<file path="src/logic/pipe_consts.svh">
`ifndef PIPE_CONSTS_SVH
`define PIPE_CONSTS_SVH

// Datapath and address width.
`define XLEN 32

// Architectural register index.
`define REG_IDX_W 5

// Data memory geometry, in 32-bit words.
`define DMEM_WORDS 256
`define DMEM_AW 8    // log2 of DMEM_WORDS.

`endif

</file>
<file path="src/logic/pipe_pkg.sv">
`default_nettype none

`include "pipe_consts.svh"

package pipe_pkg;

    typedef logic [`XLEN-1:0]      xword_t;
    typedef logic [`REG_IDX_W-1:0] reg_idx_t;

    // Access size, same coding as funct3 of loads and stores.
    typedef enum logic [2:0] {
        DM_B  = 3'b000,
        DM_H  = 3'b001,
        DM_W  = 3'b010,
        DM_BU = 3'b100,
        DM_HU = 3'b101
    } dm_ctrl_e;

    typedef enum logic [1:0] {
        WB_ALU = 2'b00,
        WB_MEM = 2'b01,
        WB_PC4 = 2'b10    // Link value for jal/jalr.
    } wb_src_e;

    // EX/MEM bundle; all zeros is a NOP.
    typedef struct packed {
        xword_t   pc_plus_4;
        xword_t   alu_result;    // Also the branch target when pc_src is set.
        xword_t   rs2_data;      // Store data.
        reg_idx_t rd;
        logic     pc_src;
        logic     rf_wr;
        logic     dm_wr;
        dm_ctrl_e dm_ctrl;
        wb_src_e  wb_src;
        logic     ebreak;
    } ex_mem_t;

    // MEM/WB bundle, the register-file write and the halt.
    typedef struct packed {
        logic     rf_wr;
        reg_idx_t rd;
        xword_t   wb_data;
        logic     ebreak;
    } mem_wb_t;

endpackage

`default_nettype wire

</file>
<file path="src/logic/mem_wb_reg.sv">
`default_nettype none

module mem_wb_reg (
    input  logic              clk,
    input  logic              rst_n,
    input  pipe_pkg::mem_wb_t d,
    output pipe_pkg::mem_wb_t q
);

    import pipe_pkg::*;

    localparam mem_wb_t BUBBLE = '{
        rf_wr:   1'b0,
        rd:      '0,
        wb_data: '0,
        ebreak:  1'b0
    };

    // Stall bubbles come in through d.
    always_ff @(posedge clk or negedge rst_n) begin
        if (!rst_n) begin
            q <= BUBBLE;
        end else begin
            q <= d;
        end
    end

endmodule

`default_nettype wire

</file>
<file path="config.mk">
export PLATFORM = sky130hd
export DESIGN_NAME = mem_wb_reg
export DESIGN_NICKNAME = d
export VERILOG_FILES = /design/src/logic/pipe_pkg.sv /design/src/logic/mem_wb_reg.sv
export VERILOG_INCLUDE_DIRS = /design/src /design/src/logic
export SDC_FILE = /design/constraint.sdc
export NUM_CORES = 1
export LEC_CHECK = 0
export ABC_AREA = 1
export BUFFER_PORTS_ARGS = -buffer_cell sky130_fd_sc_hd__buf_4
export CAP_MARGIN = 20
export CORE_MARGIN = 4
export CORE_UTILIZATION = 36
export DETAILED_ROUTE_END_ITERATION = 10
export HOLD_SLACK_MARGIN = 0.03
export PLACE_DENSITY = 0.73
export SLEW_MARGIN = 30
export SYNTH_ARGS = -nofsm -noshare
export SYNTH_HDL_FRONTEND = slang
export SYNTH_SLANG_ARGS = --single-unit
</file>
<file path="constraint.sdc">
create_clock -name clk -period 0.8 [get_ports clk]
set_input_delay 0 -clock clk [delete_from_list [all_inputs] [get_ports clk]]
set_output_delay 0 -clock clk [all_outputs]
set_load 0.005 [all_outputs]
</file>
==> results.sh <==
export IMPL_grt_pass1_vias=935
export IMPL_nMultiInputCombCells=0
export IMPL_timing_critical_path_arrival_ns=0.85
export IMPL_worst_slew_pin_transition_ns=0.465
export IMPL_syn_mean_instance_area_sq_um=25.0
export IMPL_num_antenna_cells=0
export IMPL_cts_max_path_buffers=2
export IMPL_post_layout_total_power_w=0.00355
export IMPL_route_detailed_vias_per_inst=4.19
export IMPL_synth_warning_count=0
export IMPL_seq_area_sq_um=976
export IMPL_drt_pass1_iter_count=2
export IMPL_global_route_overflow_total=0
export IMPL_report_final_setup_viol=39
export IMPL_detail_route_drc_violations=0
export IMPL_worstPathCellList="buf_6"
export IMPL_final_max_slew_violation_count=0
export IMPL_htree_num_levels=2
export IMPL_cp_data_required_time_ns=0.80
export IMPL_top_level_ports=80
export IMPL_grt_antenna_before_repair=0
export IMPL_num_rows=18
export IMPL_tritoncts="done"
export IMPL_path_delay_family="flip-flops"
export IMPL_outcome="complete, but fails checks"
export IMPL_setup_tns_ns=-1.03
export IMPL_horizontal_die_dimension_um=60.1
export IMPL_unique_masters_post_synth=1
export IMPL_start_util=0.387
export IMPL_wl_per_cell_um=15.2
export IMPL_total_wirelength_um=2950
export IMPL_largest_register_ffs=39
export IMPL_timing_max_cap_violations=0
export IMPL_floorplan_die_height_um=60.1
export IMPL_mappedNetlistArea_sq_um=976
export IMPL_leakage_dissipation_nw=1.07
export IMPL_max_slew_margin_rel=0.690
export IMPL_criticalPathCategory="flop to output port"
export IMPL_power_per_cell_area_mw_per_mm2=1620
export IMPL_reg_largest_list="q: 39 flops"
export IMPL_cts_buffers_inserted=5
export IMPL_grt_pass1_wl_um=4370
export IMPL_min_period_over_period=1.07
export IMPL_final_setup_worst_slack_ns=-0.0540
export IMPL_synth_sequential_area_ratio=1.00
export IMPL_worst_path_max_fanout=1
export IMPL_dr_total_vias=813
export IMPL_largest_register="q"
export IMPL_number_of_nets_with_antenna_violations_after_detailed_routing=0
export IMPL_startpoint_type="flop"
export IMPL_fillers=122
export IMPL_cts_root_buffer_cell="sky130_fd_sc_hd__clkbuf_4"
export IMPL_mappedNetlistNets=80
export IMPL_rsz0062_at_grt="true"
export IMPL_worst_path_max_delay_cell="sky130_fd_sc_hd__dfrtp_1"
export IMPL_post_synthesis_register_bit_count=39
export IMPL_min_period_ns=0.854
export IMPL_number_of_buffers_added_for_setup_after_cts=0
export IMPL_starting_drt_drc_count=16
export IMPL_clock_sinks=39
export IMPL_die_area_sq_mm=0.00361
export IMPL_worstHoldPathType="input port to asynchronous set/reset pin"
export IMPL_crit_path_max_incr_delay_ns=0.40
export IMPL_worst_path_buf_inv=1
export IMPL_synthToLayoutAreaGrowth_pct=125
export IMPL_post_synthesis_cell_count=39
export IMPL_multiInputGateArea_sq_um=0
export IMPL_grt_max_degree=40
export IMPL_max_clock_freq_ghz=1.17
export IMPL_failing_checks="negative setup slack"
export IMPL_crit_path_capture_type="output port"
export IMPL_vdd_ir_drop_max_mv=1.63
export IMPL_globalplace_congestion=0.620
export IMPL_placement_io_buffers=79
export IMPL_design_final_nets=206
export IMPL_floorplan_core_area_sq_mm=0.00252
export IMPL_fin_worst_hold_slack_ns=0.154
export IMPL_clk_transition_reported_paths_ns=0.10
export IMPL_track_usage=0.181
export IMPL_timing_final_hold_violations=0
export IMPL_drive_above_1_share=0.512
where the power goes:
group | switching (W) | leakage, nW | total [W] | internal, W
logic | 0.000151 | 0.595 | 0.000577 | 0.000425
registers | 0.0000495 | 0.454 | 0.00212 | 0.00207
clock network | 0.000538 | 0.0242 | 0.000851 | 0.000313
layer usage:
metal	vias to the layer above	routed length [um]	track usage
li1	369	-	-
met1	392	825	0.156
met2	46	1740	0.343
met3	6	347	0.102
met4	0	36	0.0570
met5	-	0	0
final cells by class:
cell class / instances / area share
tap: 30 / 0.0171
timing repair buffer: 119 / 0.519
clock buffer: 6 / 0.0188
sequential: 39 / 0.445
final timing paths:
path / startpoint / end / slack (ns) / cells after the start
worst max-delay path: q[0]$_DFF_PN0_ / q[0] / -0.05 / 1
worst min-delay path: rst_n / q[30]$_DFF_PN0_ / 0.15 / 2
max in group asynchronous: rst_n / q[28]$_DFF_PN0_ / 0.31 / 2
min in group clk: d[29] / q[29]$_DFF_PN0_ / 0.31 / 2
repair_timing:
item,in CTS,in global routing
resized for setup,39,0
hold buffers,40,0
endpoints found under the setup margin,39,39
endpoints found under the hold margin,78,0
kinds of logic (layout without fill, tap and decap cells):
| kind of cell | Yosys count | count (layout) | share of synthesized area |
|---|---|---|---|
| flip-flops | 39 | 39 | 1.00 |
| buffers and inverters | 0 | 125 | 0 |
metrics by stage:
stage	util	worst slack (ns)	cells	instance area [sq um]
CTS	0.870	-0.0514	194	2190
global route	0.870	-0.105	194	2190
detailed placement	0.637	0.316	148	1610
global placement	0.637	0.326	148	1610
finish	0.870	-0.0540	194	2190
floorplan	-	0.451	39	976
cells in the final DEF, fill, tap and decap left out:
cell type and count:
sky130_fd_sc_hd__dfrtp_1 39, sky130_fd_sc_hd__buf_6 39, sky130_fd_sc_hd__dlygate4sd3_1 40, sky130_fd_sc_hd__clkbuf_4 5, sky130_fd_sc_hd__buf_4 40, sky130_fd_sc_hd__clkbuf_1 1
synth_stat cells:
library cell               n  area, sq um
sky130_fd_sc_hd__dfrtp_1  39          976
Power figures use the tool's default switching activity.
