--- config.mk ---
export PLATFORM = sky130hd
export DESIGN_NAME = ex_mem_reg
export DESIGN_NICKNAME = d
export VERILOG_FILES = /design/src/logic/pipe_pkg.sv /design/src/logic/ex_mem_reg.sv
export VERILOG_INCLUDE_DIRS = /design/src /design/src/logic
export SDC_FILE = /design/constraint.sdc
export NUM_CORES = 1
export LEC_CHECK = 0
export ABC_AREA = 1
export ABC_CLOCK_PERIOD_IN_PS = 800
export BUFFER_PORTS_ARGS = -buffer_cell sky130_fd_sc_hd__buf_4
export CAP_MARGIN = 0
export CORE_MARGIN = 3
export CORE_UTILIZATION = 35
export DETAILED_ROUTE_END_ITERATION = 10
export PLACE_DENSITY = 0.65
export SLEW_MARGIN = 40
export SYNTH_ARGS = -nofsm -noshare
export SYNTH_HDL_FRONTEND = slang
export SYNTH_SLANG_ARGS = --single-unit
--- constraint.sdc ---
create_clock -name clk -period 0.8 [get_ports clk]
set_input_delay 0.04 -clock clk [delete_from_list [all_inputs] [get_ports clk]]
set_output_delay 0.04 -clock clk [all_outputs]
set_load 0.01 [all_outputs]
--- src/logic/pipe_consts.svh ---
`ifndef PIPE_CONSTS_SVH
`define PIPE_CONSTS_SVH

// Datapath and address width.
`define XLEN 32

// Architectural register index.
`define REG_IDX_W 5

// Data memory geometry, in 32-bit words.
`define DMEM_WORDS 256
`define DMEM_AW 8    // log2 of DMEM_WORDS.

`endif

--- src/logic/pipe_pkg.sv ---
`default_nettype none

`include "pipe_consts.svh"

package pipe_pkg;

    typedef logic [`XLEN-1:0]      xword_t;
    typedef logic [`REG_IDX_W-1:0] reg_idx_t;

    // Access size, same coding as funct3 of loads and stores.
    typedef enum logic [2:0] {
        DM_B  = 3'b000,
        DM_H  = 3'b001,
        DM_W  = 3'b010,
        DM_BU = 3'b100,
        DM_HU = 3'b101
    } dm_ctrl_e;

    typedef enum logic [1:0] {
        WB_ALU = 2'b00,
        WB_MEM = 2'b01,
        WB_PC4 = 2'b10    // Link value for jal/jalr.
    } wb_src_e;

    // EX/MEM bundle; all zeros is a NOP.
    typedef struct packed {
        xword_t   pc_plus_4;
        xword_t   alu_result;    // Also the branch target when pc_src is set.
        xword_t   rs2_data;      // Store data.
        reg_idx_t rd;
        logic     pc_src;
        logic     rf_wr;
        logic     dm_wr;
        dm_ctrl_e dm_ctrl;
        wb_src_e  wb_src;
        logic     ebreak;
    } ex_mem_t;

    // MEM/WB bundle, the register-file write and the halt.
    typedef struct packed {
        logic     rf_wr;
        reg_idx_t rd;
        xword_t   wb_data;
        logic     ebreak;
    } mem_wb_t;

endpackage

`default_nettype wire

--- src/logic/ex_mem_reg.sv ---
`default_nettype none

`include "pipe_consts.svh"

module ex_mem_reg (
    input  logic              clk,
    input  logic              rst_n,
    input  logic              stall,
    input  logic              flush,
    input  pipe_pkg::ex_mem_t d,
    output pipe_pkg::ex_mem_t q
);

    import pipe_pkg::*;

    // No register write, no store, no redirect, no halt.
    localparam ex_mem_t NOP = '{
        pc_plus_4:  {`XLEN{1'b0}},
        alu_result: {`XLEN{1'b0}},
        rs2_data:   {`XLEN{1'b0}},
        rd:         {`REG_IDX_W{1'b0}},
        pc_src:     1'b0,
        rf_wr:      1'b0,
        dm_wr:      1'b0,
        dm_ctrl:    DM_B,
        wb_src:     WB_ALU,
        ebreak:     1'b0
    };

    always_ff @(posedge clk or negedge rst_n) begin
        if (!rst_n) begin
            q <= NOP;
        end else if (flush) begin
            // Flush wins over stall.
            q <= NOP;
        end else if (!stall) begin
            q <= d;
        end
    end

endmodule

`default_nettype wire

==> summary.md, run 1 <==
| Metric | Value |
|---|---|
| Most frequent cells in the layout | 219 x nand2_1, 169 x buf_4, 118 x buf_6 |
| Routed WL per cell | 16.3 µm |
| Largest register FFs | 110 |
| Leakage | 4.66 nW |
| Setup crit end | q[102] |
| Most common cell after layout, fill and taps aside | nand2_1 |
| Final Cycle Share | 1.17 |
| Ant. Diodes | 0 |
| Fmax | 1.07 GHz |
| Cell Int Power | 11.3 mW |
| Critical path depth | 1 |
| Worst-skew pair later-pin latency | 0.34 ns |
| Area Growth Syn to Fin | 100% |
| CP cell instances | buf_6 |
| WP data arrival | 0.89 ns |
| Seq/Total Area, Yosys | 0.638 |
| YS warnings | 0 |
| GP Congestion | 0.795 |
| Worst Skew | 0 ns |
| Final WS setup | -0.134 ns |
| Reg-to-reg startpoint | q[83] |
| Avg Inst Size Synth | 9.03 µm² |
| Clock Power Share | 0.389 |
| Core area | 11700 µm² |
| Worst setup SP type | flip-flop |
| Number of H-tree levels | 3 |
| Mapped Cells | 478 |
| Peak VDD IR | 1.09 mV |
| Final Routed Wirelength | 16400 µm |
| Largest regs | q x110 |
| Cts bufs inserted | 9 |
| Slew Viols, Final | 0 |
| Chip width | 117 µm |
| Status | finished with violations |
| Switch share | 0.234 |
| Syn Nets | 592 |
| Flops & latches, synth | 110 |
| CTS tree | done |
| Max-cap viol count | 0 |
| Reg with most FFs | q |
| Starting Density | 0.368 |
| Clock tree buffer depth | 2 |
| Post-synth cell types | 9 |
| DR vias | 4955 |
| Hpwl dp | 9120 µm |
| Switching power summed over all nets | 3.44 mW |
| Setup violators final | 116 |
| Flop pwr share | 0.416 |
| Power share of the combinational group | 0.195 |
| CP bufs+invs | 1 |
| Via density | 4.92 |
| Crit path time final | 0.934 ns |
| Endpoint class of the critical path | output port |
| WS Path Type | reg2out |
| Clock-pin slew on the worst setup and hold paths | 0.07 ns |
| Final Util | 0.738 |
| Num Clock Sinks | 110 |
| Post-route ant nets | 0 |
| Data required, critical path | 0.76 ns |
| Max incr delay on CP | 0.41 ns |
| Boundary pin count | 224 |
| Place WS | -0.107 ns |
| Actual slew at the worst max-slew pin | 0.402 ns |
| RR Endpoint | q[83] |
| Share of layout cells above drive strength 1 | 0.378 |
| Synthesized area | 4320 µm² |
| Vias in the first global route | 4997 |
| Die area | 13700 µm² |
| Antenna violations before repair | 0 |
| Die height | 117 µm |
| Crit path max fanout | 2 |
| DR DRC count | 0 |
| Relative slew margins | 0.732 |
| Reg2Reg Setup Slack | -0.10 ns |
| Hold Fails Final Rpt | 0 |
| Pwr/cell area | 1700 nW/µm² |
| Largest net degree at the start of global routing | 66 |
| GRT Util Overall | 0.236 |
| Failing checks | setup timing |
| Initial detailed-routing violation count | 322 |
| FP Rows | 39 |
| First-pass GRT wire length | 25000 µm |
| GR Overflow Total | 0 |
| DRT Pass-1 Iters | 5 |
| RSZ-0062 raised after global routing | true |
| IO Port Bufs | 223 |
| CTS Root Cell | clkbuf_16 |
| R2R cell count | 4 |
| Worst setup path start | q[102] |
| Fillers | 736 |
| Post-layout nets | 973 |
| CP delay by family, top | flip-flops |
| Slowest CP cell | dfrtp_1 |
| Worst Hold Class | in2reg |
layer usage:
metal	share of wire	vias to the layer above	GRT usage
met1	0.37	2373	0.278
met2	0.51	245	0.401
li1	-	2286	-
met4	0.044	0	0.115
met5	0	-	0
met3	0.079	51	0.0586
stage by stage:
step	setup TNS (ns)	hold WS, ns	area (µm²)	instances	power (mW)
CTS	-13.73	0.140	8360	982	14.6
finish	-12.32	0.165	8640	1007	14.7
global route	-15.95	0.165	8640	1007	15.3
detailed placement	-3.77	0.0507	6220	825	8.08
floorplan	0	-0.256	4320	478	6.78
global placement	-1.75	0.0486	6220	825	8.04
area by class of cell:
class                           instances  area [µm²]  area share
Timing Repair Buffer                  406        3870       0.448
Sequential cell                       110        2750       0.318
Multi-Input combinational cell        331        1460       0.168
Clock buffer                            9         225      0.0261
Tap cell                              143         179      0.0207
Clock inverter                          7         160      0.0185
Inverter                                1        3.75    0.000434
synth_stat cells:
library cell / n / area share
nand2_1: 220 / 0.19
dfrtp_1: 110 / 0.64
nand3_1: 110 / 0.13
buf_2: 32 / 0.037
clkbuf_1: 2 / 0.0017
buf_1: 1 / 0.00087
buf_4: 1 / 0.0017
inv_1: 1 / 0.00087
nor2_1: 1 / 0.00087
worst register-to-register path: stages, from the launching register on:
cell and delay (ns):
dfrtp_1 0.40, buf_4 0.14, buf_4 0.12, nand3_1 0.07, nand2_1 0.05
power by group through the flow:
stage	logic, mW	registers (mW)	clock network [mW]
detailed placement	1.93	6.15	0
floorplan	0.491	6.29	0
global route	3.09	6.14	6.07
CTS	2.68	6.10	5.82
finish	2.87	6.12	5.72
global placement	1.90	6.15	0
cell families after synthesis:
group | count (synthesis) | synth area share
buffers and inverters | 37 | 0.0423
flip-flops | 110 | 0.638
AND/OR/NAND/NOR | 331 | 0.320
worst min-delay path by stage:
| stage | startpoint | to | slack (ns) | cells past startpoint |
|---|---|---|---|---|
| 2_1_floorplan | rst_n | q[0] | -0.26 | 0 |
| 5_1_grt | stall | q[7] | 0.16 | 4 |
| 4_1_cts | stall | q[13] | 0.14 | 4 |
| 6_report | stall | q[7] | 0.16 | 4 |
| 3_3_place_gp | rst_n | q[9] | 0.05 | 2 |
| 3_5_place_dp | rst_n | q[0] | 0.05 | 2 |
timing repair:
item,4_1_cts,5_1_grt
setup endpoints to repair,110,123
hold endpoints to repair,220,0
gates resized for setup,110,22
cloned,0,0
pin swaps,0,17
buffers inserted,30,26
hold buffers,111,0
(Power assumes the default switching activity.)
==> run 2, diff against run 1 <==
Settings changed: ABC_CLOCK_PERIOD_IN_PS 800 to 900.
Clock period 0.8 ns to 0.9 ns, I/O delays scaled along.
==> run 2 against run 1 <==
The flow still finishes with violations (setup timing). Final cell count rose by 1.1%. Setup slack improved by 0.11 ns. Clock power decreased by 33%. Sequential share of layout area grew 0.32 points. Clock skew stayed put. Largest power group unchanged.
==> summary.md, run 2 (synthesized netlist as in run 1, its figures left out) <==
| Metric | Value |
|---|---|
| Status | finished with violations |
| Failing checks | setup timing |
| Core area | 11700 µm² |
| Pwr/cell area | 1380 nW/µm² |
| Post-route ant nets | 0 |
| Number of H-tree levels | 3 |
| Most frequent cells in the layout | 220 x nand2_1, 182 x buf_4, 111 x dlygate4sd3_1 |
| CTS Root Cell | clkbuf_16 |
| CP cell instances | buf_6 |
| M3 GR Usage | 0.0586 |
| Area Growth Syn to Fin | 98.3% |
| Die height | 117 µm |
| GR Layer Usage met2 | 0.413 |
| CP bufs+invs | 1 |
| Critical path depth | 1 |
| Initial detailed-routing violation count | 265 |
| Largest net degree at the start of global routing | 66 |
| Die area | 13700 µm² |
| Relative slew margins | 0.791 |
| Setup crit end | q[18] |
| Hold Fails Final Rpt | 0 |
| Slew Viols, Final | 0 |
| Reg2Reg Setup Slack | 0.02 ns |
| CTS tree | done |
| Endpoint class of the critical path | output port |
| Worst Skew | 0 ns |
| Leakage | 4.67 nW |
| R2R cell count | 4 |
| GRT Util Overall | 0.235 |
| DR vias | 5016 |
| First-pass GRT wire length | 25200 µm |
| IO Port Bufs | 223 |
| Final Routed Wirelength | 17000 µm |
| Boundary pin count | 224 |
| Worst setup path start | q[18] |
| RSZ-0062 raised after global routing | true |
| WS Path Type | reg2out |
| Actual slew at the worst max-slew pin | 0.313 ns |
| Cts bufs inserted | 9 |
| Hold slack | 0.133 ns |
| FP Rows | 39 |
| Antenna violations before repair | 1 |
| Worst-skew pair later-pin latency | 0.33 ns |
| Final Cycle Share | 1.03 |
| Starting Density | 0.368 |
| Crit path time final | 0.923 ns |
| Busiest grt layer | met2 |
| Worst setup SP type | flip-flop |
| CP delay by family, top | flip-flops |
| Total power draw | 11.8 mW |
| GR Overflow Total | 0 |
| WP data arrival | 0.88 ns |
| Final WS setup | -0.0231 ns |
| Share of layout cells above drive strength 1 | 0.369 |
| Max incr delay on CP | 0.41 ns |
| DRT Pass-1 Iters | 4 |
| Reg with most FFs | q |
| Place WS | 0.0380 ns |
| Chip width | 117 µm |
| Clock tree buffer depth | 2 |
| Routed WL per cell | 16.7 µm |
| RR Endpoint | q[73] |
| Vias in the first global route | 5101 |
| Largest regs | q x110 |
| Most common cell after layout, fill and taps aside | nand2_1 |
| Setup violators final | 60 |
| Via density | 4.93 |
| Largest register FFs | 110 |
| Clock-pin slew on the worst setup and hold paths | 0.07 ns |
| Crit path max fanout | 2 |
| Num Clock Sinks | 110 |
| Slowest CP cell | dfrtp_1 |
| Fmax | 1.08 GHz |
| GP Congestion | 0.771 |
| Post-layout nets | 981 |
| Hpwl dp | 9290 µm |
| Data required, critical path | 0.85 ns |
| Peak VDD IR | 0.820 mV |
| DR DRC count | 0 |
| Reg-to-reg startpoint | q[73] |
| Max-cap viol count | 0 |
| Met1 Track Usage GR | 0.271 |
| Worst Hold Class | in2async |
## run 2: cell types whose count changed in the layout (fill, tap and decap cells not counted), sizes merged
cell,change
diode,+3
clkbuf,+3
bufinv,-5
clkinv,+2
buf,+8
## run 2: routing by layer
metal	vias to the layer above	wire length, µm
li1	2307	-
met1	2398	6410
met2	251	8610
met3	60	1320
met4	0	656
met5	-	0
## run 2: layout make-up
type	count	area [µm²]
clock buffer	12	267
multi-input combinational	331	1390
antenna	3	7.51
tap	143	179
timing repair buffer	414	3940
fill	765	3150
clock inverter	4	20.0
inverter	1	3.75
sequential	110	2750
## run 2: timing repair
item                                    in CTS  in global routing
pin swaps                                    0                  0
resized for setup                          110                  1
hold endpoints to repair                   220                  0
endpoints found under the setup margin     110                110
hold buffers                               111                  0
buffers inserted                            32                 27
cloned                                       0                  0
## run 2: power breakdown
| group | switching (mW) | internal [mW] | leakage, nW | total (mW) |
|---|---|---|---|---|
| logic | 1.04 | 1.54 | 3.05 | 2.58 |
| clock network | 1.73 | 2.09 | 0.148 | 3.82 |
| registers | 0.218 | 5.22 | 1.46 | 5.44 |
## run 2: metrics by stage
stage	cell area (µm²)	TNS (ns)	utilization	instances
2_1_floorplan	4320	0	-	478
3_3_place_gp	6290	0	0.537	829
3_5_place_dp	6290	0	0.537	829
4_1_cts	8340	-1.33	0.712	988
5_1_grt	8560	-4.05	0.731	1017
6_report	8560	-0.532	0.731	1018
## run 2: worst min-delay path by stage
| stage | startpoint | endpoint | slack (ns) | depth (start not counted) |
|---|---|---|---|---|
| after global routing | rst_n | q[66] | 0.13 | 2 |
| after global placement | rst_n | q[73] | -0.07 | 1 |
| after floorplan | rst_n | q[0] | -0.25 | 0 |
| after CTS | rst_n | q[66] | 0.12 | 2 |
| final | rst_n | q[66] | 0.13 | 2 |
| after detailed placement | rst_n | q[66] | -0.07 | 1 |
