[config.mk]
export PLATFORM = sky130hd
export DESIGN_NAME = mem_stage
export DESIGN_NICKNAME = d
export VERILOG_FILES = /design/src/logic/pipe_pkg.sv /design/src/logic/mem_stage.sv
export VERILOG_INCLUDE_DIRS = /design/src /design/src/logic
export SDC_FILE = /design/constraint.sdc
export NUM_CORES = 1
export LEC_CHECK = 0
export BUFFER_PORTS_ARGS = -buffer_cell sky130_fd_sc_hd__buf_2
export CORE_MARGIN = 5
export CORE_UTILIZATION = 30
export DETAILED_ROUTE_END_ITERATION = 7
export GPL_ROUTABILITY_DRIVEN = 0
export PLACE_DENSITY = 0.74
export SKIP_LAST_GASP = 1
export SLEW_MARGIN = 25
export SYNTH_ARGS = -nofsm -noshare
export SYNTH_HDL_FRONTEND = slang
export SYNTH_SLANG_ARGS = --single-unit
[constraint.sdc]
create_clock -name vclk -period 3.7
set_input_delay 0.37 -clock vclk [all_inputs]
set_output_delay 0.37 -clock vclk [all_outputs]
set_load 0.01 [all_outputs]
[src/logic/pipe_consts.svh]
`ifndef PIPE_CONSTS_SVH
`define PIPE_CONSTS_SVH

// Datapath and address width.
`define XLEN 32

// Architectural register index.
`define REG_IDX_W 5

// Data memory geometry, in 32-bit words.
`define DMEM_WORDS 256
`define DMEM_AW 8    // log2 of DMEM_WORDS.

`endif

[src/logic/pipe_pkg.sv]
`default_nettype none

`include "pipe_consts.svh"

package pipe_pkg;

    typedef logic [`XLEN-1:0]      xword_t;
    typedef logic [`REG_IDX_W-1:0] reg_idx_t;

    // Access size, same coding as funct3 of loads and stores.
    typedef enum logic [2:0] {
        DM_B  = 3'b000,
        DM_H  = 3'b001,
        DM_W  = 3'b010,
        DM_BU = 3'b100,
        DM_HU = 3'b101
    } dm_ctrl_e;

    typedef enum logic [1:0] {
        WB_ALU = 2'b00,
        WB_MEM = 2'b01,
        WB_PC4 = 2'b10    // Link value for jal/jalr.
    } wb_src_e;

    // EX/MEM bundle; all zeros is a NOP.
    typedef struct packed {
        xword_t   pc_plus_4;
        xword_t   alu_result;    // Also the branch target when pc_src is set.
        xword_t   rs2_data;      // Store data.
        reg_idx_t rd;
        logic     pc_src;
        logic     rf_wr;
        logic     dm_wr;
        dm_ctrl_e dm_ctrl;
        wb_src_e  wb_src;
        logic     ebreak;
    } ex_mem_t;

    // MEM/WB bundle, the register-file write and the halt.
    typedef struct packed {
        logic     rf_wr;
        reg_idx_t rd;
        xword_t   wb_data;
        logic     ebreak;
    } mem_wb_t;

endpackage

`default_nettype wire

[src/logic/mem_stage.sv]
`default_nettype none

`include "pipe_consts.svh"

module mem_stage (
    input  logic                stall,
    input  pipe_pkg::ex_mem_t   mem_in,
    output logic [`DMEM_AW-1:0] dm_addr,
    output pipe_pkg::xword_t    dm_wdata,
    output logic [3:0]          dm_be,
    output logic                dm_we,
    input  pipe_pkg::xword_t    dm_rdata,
    output pipe_pkg::mem_wb_t   wb_next
);

    import pipe_pkg::*;

    logic [1:0]  byte_off;
    logic [7:0]  ld_byte;
    logic [15:0] ld_half;
    xword_t      ld_data;
    xword_t      wb_data;

    assign byte_off = mem_in.alu_result[1:0];
    assign dm_addr  = mem_in.alu_result[`DMEM_AW+1:2];   // Word index.
    assign dm_we    = mem_in.dm_wr & ~stall;             // No store while held.

    // Store data is replicated, the enables pick the lanes.
    always_comb begin
        case (mem_in.dm_ctrl)
            DM_B, DM_BU: begin
                dm_wdata = {4{mem_in.rs2_data[7:0]}};
                dm_be    = 4'b0001 << byte_off;
            end
            DM_H, DM_HU: begin
                dm_wdata = {2{mem_in.rs2_data[15:0]}};
                dm_be    = byte_off[1] ? 4'b1100 : 4'b0011;
            end
            default: begin
                dm_wdata = mem_in.rs2_data;
                dm_be    = 4'b1111;
            end
        endcase
    end

    assign ld_byte = dm_rdata[{byte_off, 3'b000} +: 8];
    assign ld_half = dm_rdata[{byte_off[1], 4'b0000} +: 16];

    // Load extension.
    always_comb begin
        case (mem_in.dm_ctrl)
            DM_B:    ld_data = {{(`XLEN-8){ld_byte[7]}}, ld_byte};
            DM_BU:   ld_data = {{(`XLEN-8){1'b0}}, ld_byte};
            DM_H:    ld_data = {{(`XLEN-16){ld_half[15]}}, ld_half};
            DM_HU:   ld_data = {{(`XLEN-16){1'b0}}, ld_half};
            default: ld_data = dm_rdata;
        endcase
    end

    always_comb begin
        case (mem_in.wb_src)
            WB_MEM:  wb_data = ld_data;
            WB_PC4:  wb_data = mem_in.pc_plus_4;
            default: wb_data = mem_in.alu_result;
        endcase
    end

    // A stalled cycle leaves a bubble behind.
    always_comb begin
        wb_next.rf_wr   = mem_in.rf_wr & ~stall;
        wb_next.rd      = mem_in.rd;
        wb_next.wb_data = wb_data;
        wb_next.ebreak  = mem_in.ebreak & ~stall;
    end

endmodule

`default_nettype wire

==> qor.yml, run 1 <==
dieWidth_microns: 89.99
grt_pass1_wl_mm: 13.45
rows: 29
pwr-share-clk: 0
drv_slew: 0
timing.slew.headroom: 0.4170
post-place-ws_ns: 0.9165
wl_per_cell_microns: 16.20
setup_viol: 0
power_density_mw_per_mm2: 149.6
area_delta_synth_final_pct: 46.02
sw_frac_of_total: 0.5384
hold_end: "wb_next[36]"
pwr-share-comb: 1.000
holdPathStages: 0
syn_area_sq_mm: 0.001919
start_util: 0.3058
drtIter0Drc: 171
p_leak_nw: 1.494
fin_setup_tns_ns: 0
routed_wl_mm: 8.571
overflow: 0
ys_seq_area_frac: 0
dieArea_sq_mm: 0.008097
drt_drc_violations_left: 0
critPathCaptureType: "primary output"
whs_ns: 0.7400
start_kind: "input pin"
synth_top_area_share: 0.08605
hold_viol_final: 0
syn_inst: 281
hp-start: "mem_in[12]"
grt_max_degree: 49
seq_area_sq_um: 0
dp_hpwl_mm: 7.043
drv_cap: 0
antenna_found_initial: 0
met2WireLength_mm: 4.209
avgSynthCellArea_sq_um: 6.830
seqPwrFrac: 0
period_minus_slack_ns: 2.761
crit_required_ns: 3.33
num_vias: 2792
dr_wl_met3_microns: 794
hold_path.class: "in2out"
track_usage: 0.1894
path_class: "in2out"
vias_per_cell: 5.278
multi_input_area_sq_mm: 0.001588
rsz0062_at_grt: "no"
arrival_ns: 2.39
n_antenna_cell: 0
core_sq_mm: 0.006277
mostFrequentLayoutCell: "buf_2"
ir_worst_vdd_mv: 0.07543
ant_nets: 0
post-cts-setup-buffers: 0
final_nets: 599
synth_warnings: 0
die_h_microns: 89.99
fill_cells: 664
io_buffers: 216
layout-drive-gt1-share: 0.5509
p_int_mw: 0.1936
tightest_slew_ns: 0.8745
top_layer: "met4"
nClkBuffers: 0
syn_nets: 426
switchingPower_mw: 0.2258
seq_cell_count: 0
final_cell_mix: "216 x buf_2, 42 x nand2_1, 22 x a22oi_1, 21 x nor2_1, 17 x a221oi_1"
dr.pass1.iters: 5
ys_types: 41
yosys.area.top_type: "a22oi_1"
ios: 227
wl_met1_mm: 3.490
postCtsHoldBufs: 0
max_clock_freq_ghz: 0.3622
period_share: 0.7461
cts_resized: 0
worst-path-max-fanout: 48
finalPower_mw: 0.4194
grt_pass1_vias: 2721
ys_top_cells_by_area: "a22oi_1 8.6%, buf_4 8.2%, nand2_1 8.2%"
setup_ws_ns: 0.9394
outcome: "finished, final reports clean"
==> worst max-delay path, cell delays in order <==
cell and delay, ns:
buf_2 0.66, inv_2 0.40, o21ai_1 0.39, a222oi_1 0.20, o21ai_1 0.19, buf_2 0.16
==> cell families after synthesis <==
logic type,count (synthesis),share of synthesized area
AO/OA/AOI/OAI,99,0.3957
adder cells (fa/ha/maj),2,0.01304
buffers and inverters,53,0.1740
multiplexers,28,0.1623
AND/OR/NAND/NOR,99,0.2549
==> area by class of cell <==
class,count,share of cell area
Multi-Input combinational cell,228,0.5665
Timing Repair Buffer,218,0.3911
Tap cell,77,0.03437
Inverter,6,0.008036
==> power by group through the flow <==
stage / logic, mW / registers, mW / clock network [mW]
4_1_cts: 0.422 / 0 / 0
3_3_place_gp: 0.413 / 0 / 0
2_1_floorplan: 0.253 / 0 / 0
5_1_grt: 0.460 / 0 / 0
6_report: 0.419 / 0 / 0
3_5_place_dp: 0.421 / 0 / 0
==> Yosys cell counts, types with 4 or more instances <==
| cell | count |
|---|---|
| mux2_2 | 8 |
| buf_2 | 8 |
| a221oi_1 | 17 |
| o21ai_2 | 9 |
| mux2_1 | 9 |
| buf_6 | 4 |
| inv_1 | 5 |
| a21oi_1 | 11 |
| buf_4 | 21 |
| o21ai_1 | 15 |
| o21ai_0 | 10 |
| a22oi_1 | 22 |
| nand2_1 | 42 |
| nor2_1 | 21 |
| nand2b_1 | 7 |
| nand3b_1 | 6 |
| clkbuf_1 | 12 |
| a222oi_1 | 6 |
| mux2i_1 | 9 |
| nor2b_1 | 14 |
==> worst max-delay path by stage <==
stage,slack (ns),endpoint,depth (start not counted),from
floorplan,1.58,wb_next[10],6,mem_in[1]
global placement,0.95,wb_next[5],6,mem_in[4]
detailed placement,0.92,wb_next[5],6,mem_in[4]
CTS,0.92,wb_next[5],6,mem_in[4]
global route,0.72,wb_next[4],6,mem_in[4]
finish,0.94,wb_next[4],6,mem_in[4]
==> per-stage QoR <==
stage / area [sq um] / util / std cells
after floorplan: 1919 / - / 281
after global placement: 2803 / 0.4465 / 529
after detailed placement: 2803 / 0.4465 / 529
after CTS: 2803 / 0.4465 / 529
after global routing: 2803 / 0.4465 / 529
final: 2803 / 0.4465 / 529
==> per-layer routing <==
| metal | vias to the layer above | GRT usage |
|---|---|---|
| li1 | 1364 | - |
| met5 | - | 0 |
| met3 | 8 | 0.03506 |
| met4 | 0 | 0.01489 |
| met1 | 1258 | 0.2430 |
| met2 | 162 | 0.3409 |
Power figures use the tool's default switching activity.
==> run 2: changes to the inputs <==
--- a/config.mk
+++ b/config.mk
@@ -6,12 +6,13 @@
 export SDC_FILE = /design/constraint.sdc
 export NUM_CORES = 1
 export LEC_CHECK = 0
+export ABC_AREA = 1
 export BUFFER_PORTS_ARGS = -buffer_cell sky130_fd_sc_hd__buf_2
 export CORE_MARGIN = 5
 export CORE_UTILIZATION = 30
 export DETAILED_ROUTE_END_ITERATION = 7
 export GPL_ROUTABILITY_DRIVEN = 0
-export PLACE_DENSITY = 0.74
+export PLACE_DENSITY = 0.75
 export SKIP_LAST_GASP = 1
 export SLEW_MARGIN = 25
 export SYNTH_ARGS = -nofsm -noshare
==> constraint.sdc (replaced) <==
create_clock -name vclk -period 2.8
set_input_delay 0.28 -clock vclk [all_inputs]
set_output_delay 0.28 -clock vclk [all_outputs]
set_load 0.01 [all_outputs]
==> qor.yml, run 2 <==
outcome: "finished, final reports clean"
p_leak_nw: 1.710  # +14%
grt_pass1_wl_mm: 13.68  # +1.7%
pwr-share-comb: 1.000  # about the same
rsz0062_at_grt: "no"
dieArea_sq_mm: 0.007811  # -3.5%
yosys.area.top_type: "nand2_1"
dp_hpwl_mm: 7.916  # +12%
drtIter0Drc: 140  # -18%
arrival_ns: 1.89  # -0.50 ns
hold_viol_final: 0  # unchanged
seq_area_sq_um: 0  # unchanged
seqPwrFrac: 0  # unchanged
worst-path-max-fanout: 21  # -56%
final_nets: 730  # +22%
num_vias: 3252  # +16%
area_delta_synth_final_pct: 52.61
drv_slew: 0  # unchanged
fin_setup_tns_ns: 0  # unchanged
grt_max_degree: 33  # -33%
ir_worst_vdd_mv: 0.1143  # +52%
ant_nets: 0  # unchanged
grt_pass1_vias: 2969  # +9.1%
max_clock_freq_ghz: 0.4605
cts_resized: 0  # unchanged
syn_area_sq_mm: 0.001843  # -4.0%
dp.cells: 658  # +24%
n_antenna_cell: 0  # unchanged
period_minus_slack_ns: 2.172
critPathCaptureType: "primary output"
dieWidth_microns: 88.38  # -1.8%
seq_cell_count: 0  # unchanged
die_h_microns: 88.38  # -1.8%
synth_top_area_share: 0.3055  # +0.2194
postCtsHoldBufs: 0  # unchanged
post-cts-setup-buffers: 0  # unchanged
tightest_slew_ns: 0.4680  # -0.4065 ns
multi_input_area_sq_mm: 0.001515  # -4.6%
switchingPower_mw: 0.3260  # +44%
track_usage: 0.2150  # +0.02560
dr.pass1.iters: 5  # unchanged
path_class: "in2out"
power_density_mw_per_mm2: 200.5  # +34%
layout-drive-gt1-share: 0.4031  # -0.1478
antenna_found_initial: 0  # unchanged
start_kind: "input pin"
core_sq_mm: 0.005956  # -5.1%
setup_viol: 0  # unchanged
pwr-share-clk: 0  # unchanged
ios: 227  # unchanged
period_share: 0.7756
p_int_mw: 0.2379  # +23%
ys_types: 22  # -46%
sw_frac_of_total: 0.5781  # +0.03970
slowest_delay_ns: 0.41  # -0.25 ns
cp_cell_sequence: "buf_2 -> nor2_4 -> inv_2 -> nor2_4 -> nand2_4 -> nand3_4 -> nand2_1 -> a21oi_1 -> buf_2"
crit_required_ns: 2.52  # -0.81 ns
cpMaxStageDelayCell: "nor2_4"
drt_drc_violations_left: 0  # unchanged
hold_path.class: "in2out"
io_buffers: 216  # unchanged
nClkBuffers: 0  # unchanged
drv_cap: 0  # unchanged
wl_per_cell_microns: 14.07  # -13%
final_cell_mix: "216 x buf_2, 150 x nand2_1, 73 x nor2_1, 67 x a21oi_1, 26 x nand3_1"
instances_no_fill: 658  # +24%
vias_per_cell: 4.942  # -6.4%
overflow: 0  # unchanged
timing.slew.headroom: 0.6880  # +0.2710
ys_seq_area_frac: 0  # unchanged
syn_nets: 548  # +29%
syn_inst: 403  # +43%
synth_common_cells: "150 x nand2_1, 73 x nor2_1, 67 x a21oi_1"
synth_warnings: 0  # unchanged
mostFrequentLayoutCell: "buf_2"
routed_wl_mm: 9.257  # +8.0%
start_util: 0.3095  # +0.003693
avgSynthCellArea_sq_um: 4.573  # -33%
ys_top_cells_by_area: "nand2_1 31%, a21oi_1 18%, nor2_1 15%"
fill_cells: 672  # +1.2%
synth_most_common_cell: "nand2_1"
rows: 28  # -3.4%
[run 2: area by class of cell]
| cell class | count | area share |
|---|---|---|
| Timing Repair Buffer | 222 | 0.4004 |
| Inverter | 20 | 0.02758 |
| Multi-Input combinational cell | 341 | 0.5387 |
| Tap cell | 75 | 0.03336 |
[run 2: logic make-up (layout without fill, tap and decap cells)]
logic type      after synthesis  in the layout  synth area share
simple gates                260            260            0.5872
compound gates               79             79            0.2213
fa+ha+maj                     2              2           0.01358
buf+inv                      62            242            0.1779
[run 2: worst max-delay path, delay by kind of cell]
family | cells | cell delay [ns]
buffers and inverters | 3 | 0.57
AOI/OAI and AO/OA | 1 | 0.13
and+or+nand+nor | 5 | 0.91
[run 2: worst paths after layout]
kind,start,end,slack [ns],cells past startpoint
worst max-delay path,mem_in[4],wb_next[30],0.63,9
worst min-delay path,mem_in[13],wb_next[37],0.56,0
[run 2: per-layer routing]
metal  track usage  wire, microns
met1        0.2402           3377
met5             0              0
met3       0.03259            993
met4       0.02335            103
met2        0.4344           4782
[run 2: power by group through the flow]
| stage | clock network (mW) | registers [mW] | logic (mW) |
|---|---|---|---|
| CTS | 0 | 0 | 0.568 |
| global route | 0 | 0 | 0.629 |
| floorplan | 0 | 0 | 0.324 |
| finish | 0 | 0 | 0.564 |
| global placement | 0 | 0 | 0.558 |
| detailed placement | 0 | 0 | 0.565 |
[run 2: metrics by stage]
step           hold WS [ns]  total power, mW  utilization  setup slack [ns]  area (sq um)
5_1_grt              0.5600           0.6289       0.4723            0.4113          2813
3_3_place_gp         0.5601           0.5576       0.4723            0.6053          2813
6_report             0.5600           0.5639       0.4723            0.6284          2813
2_1_floorplan        0.6075           0.3237            -             1.152          1843
4_1_cts              0.5601           0.5676       0.4723            0.5937          2813
3_5_place_dp         0.5601           0.5654       0.4723            0.5974          2813
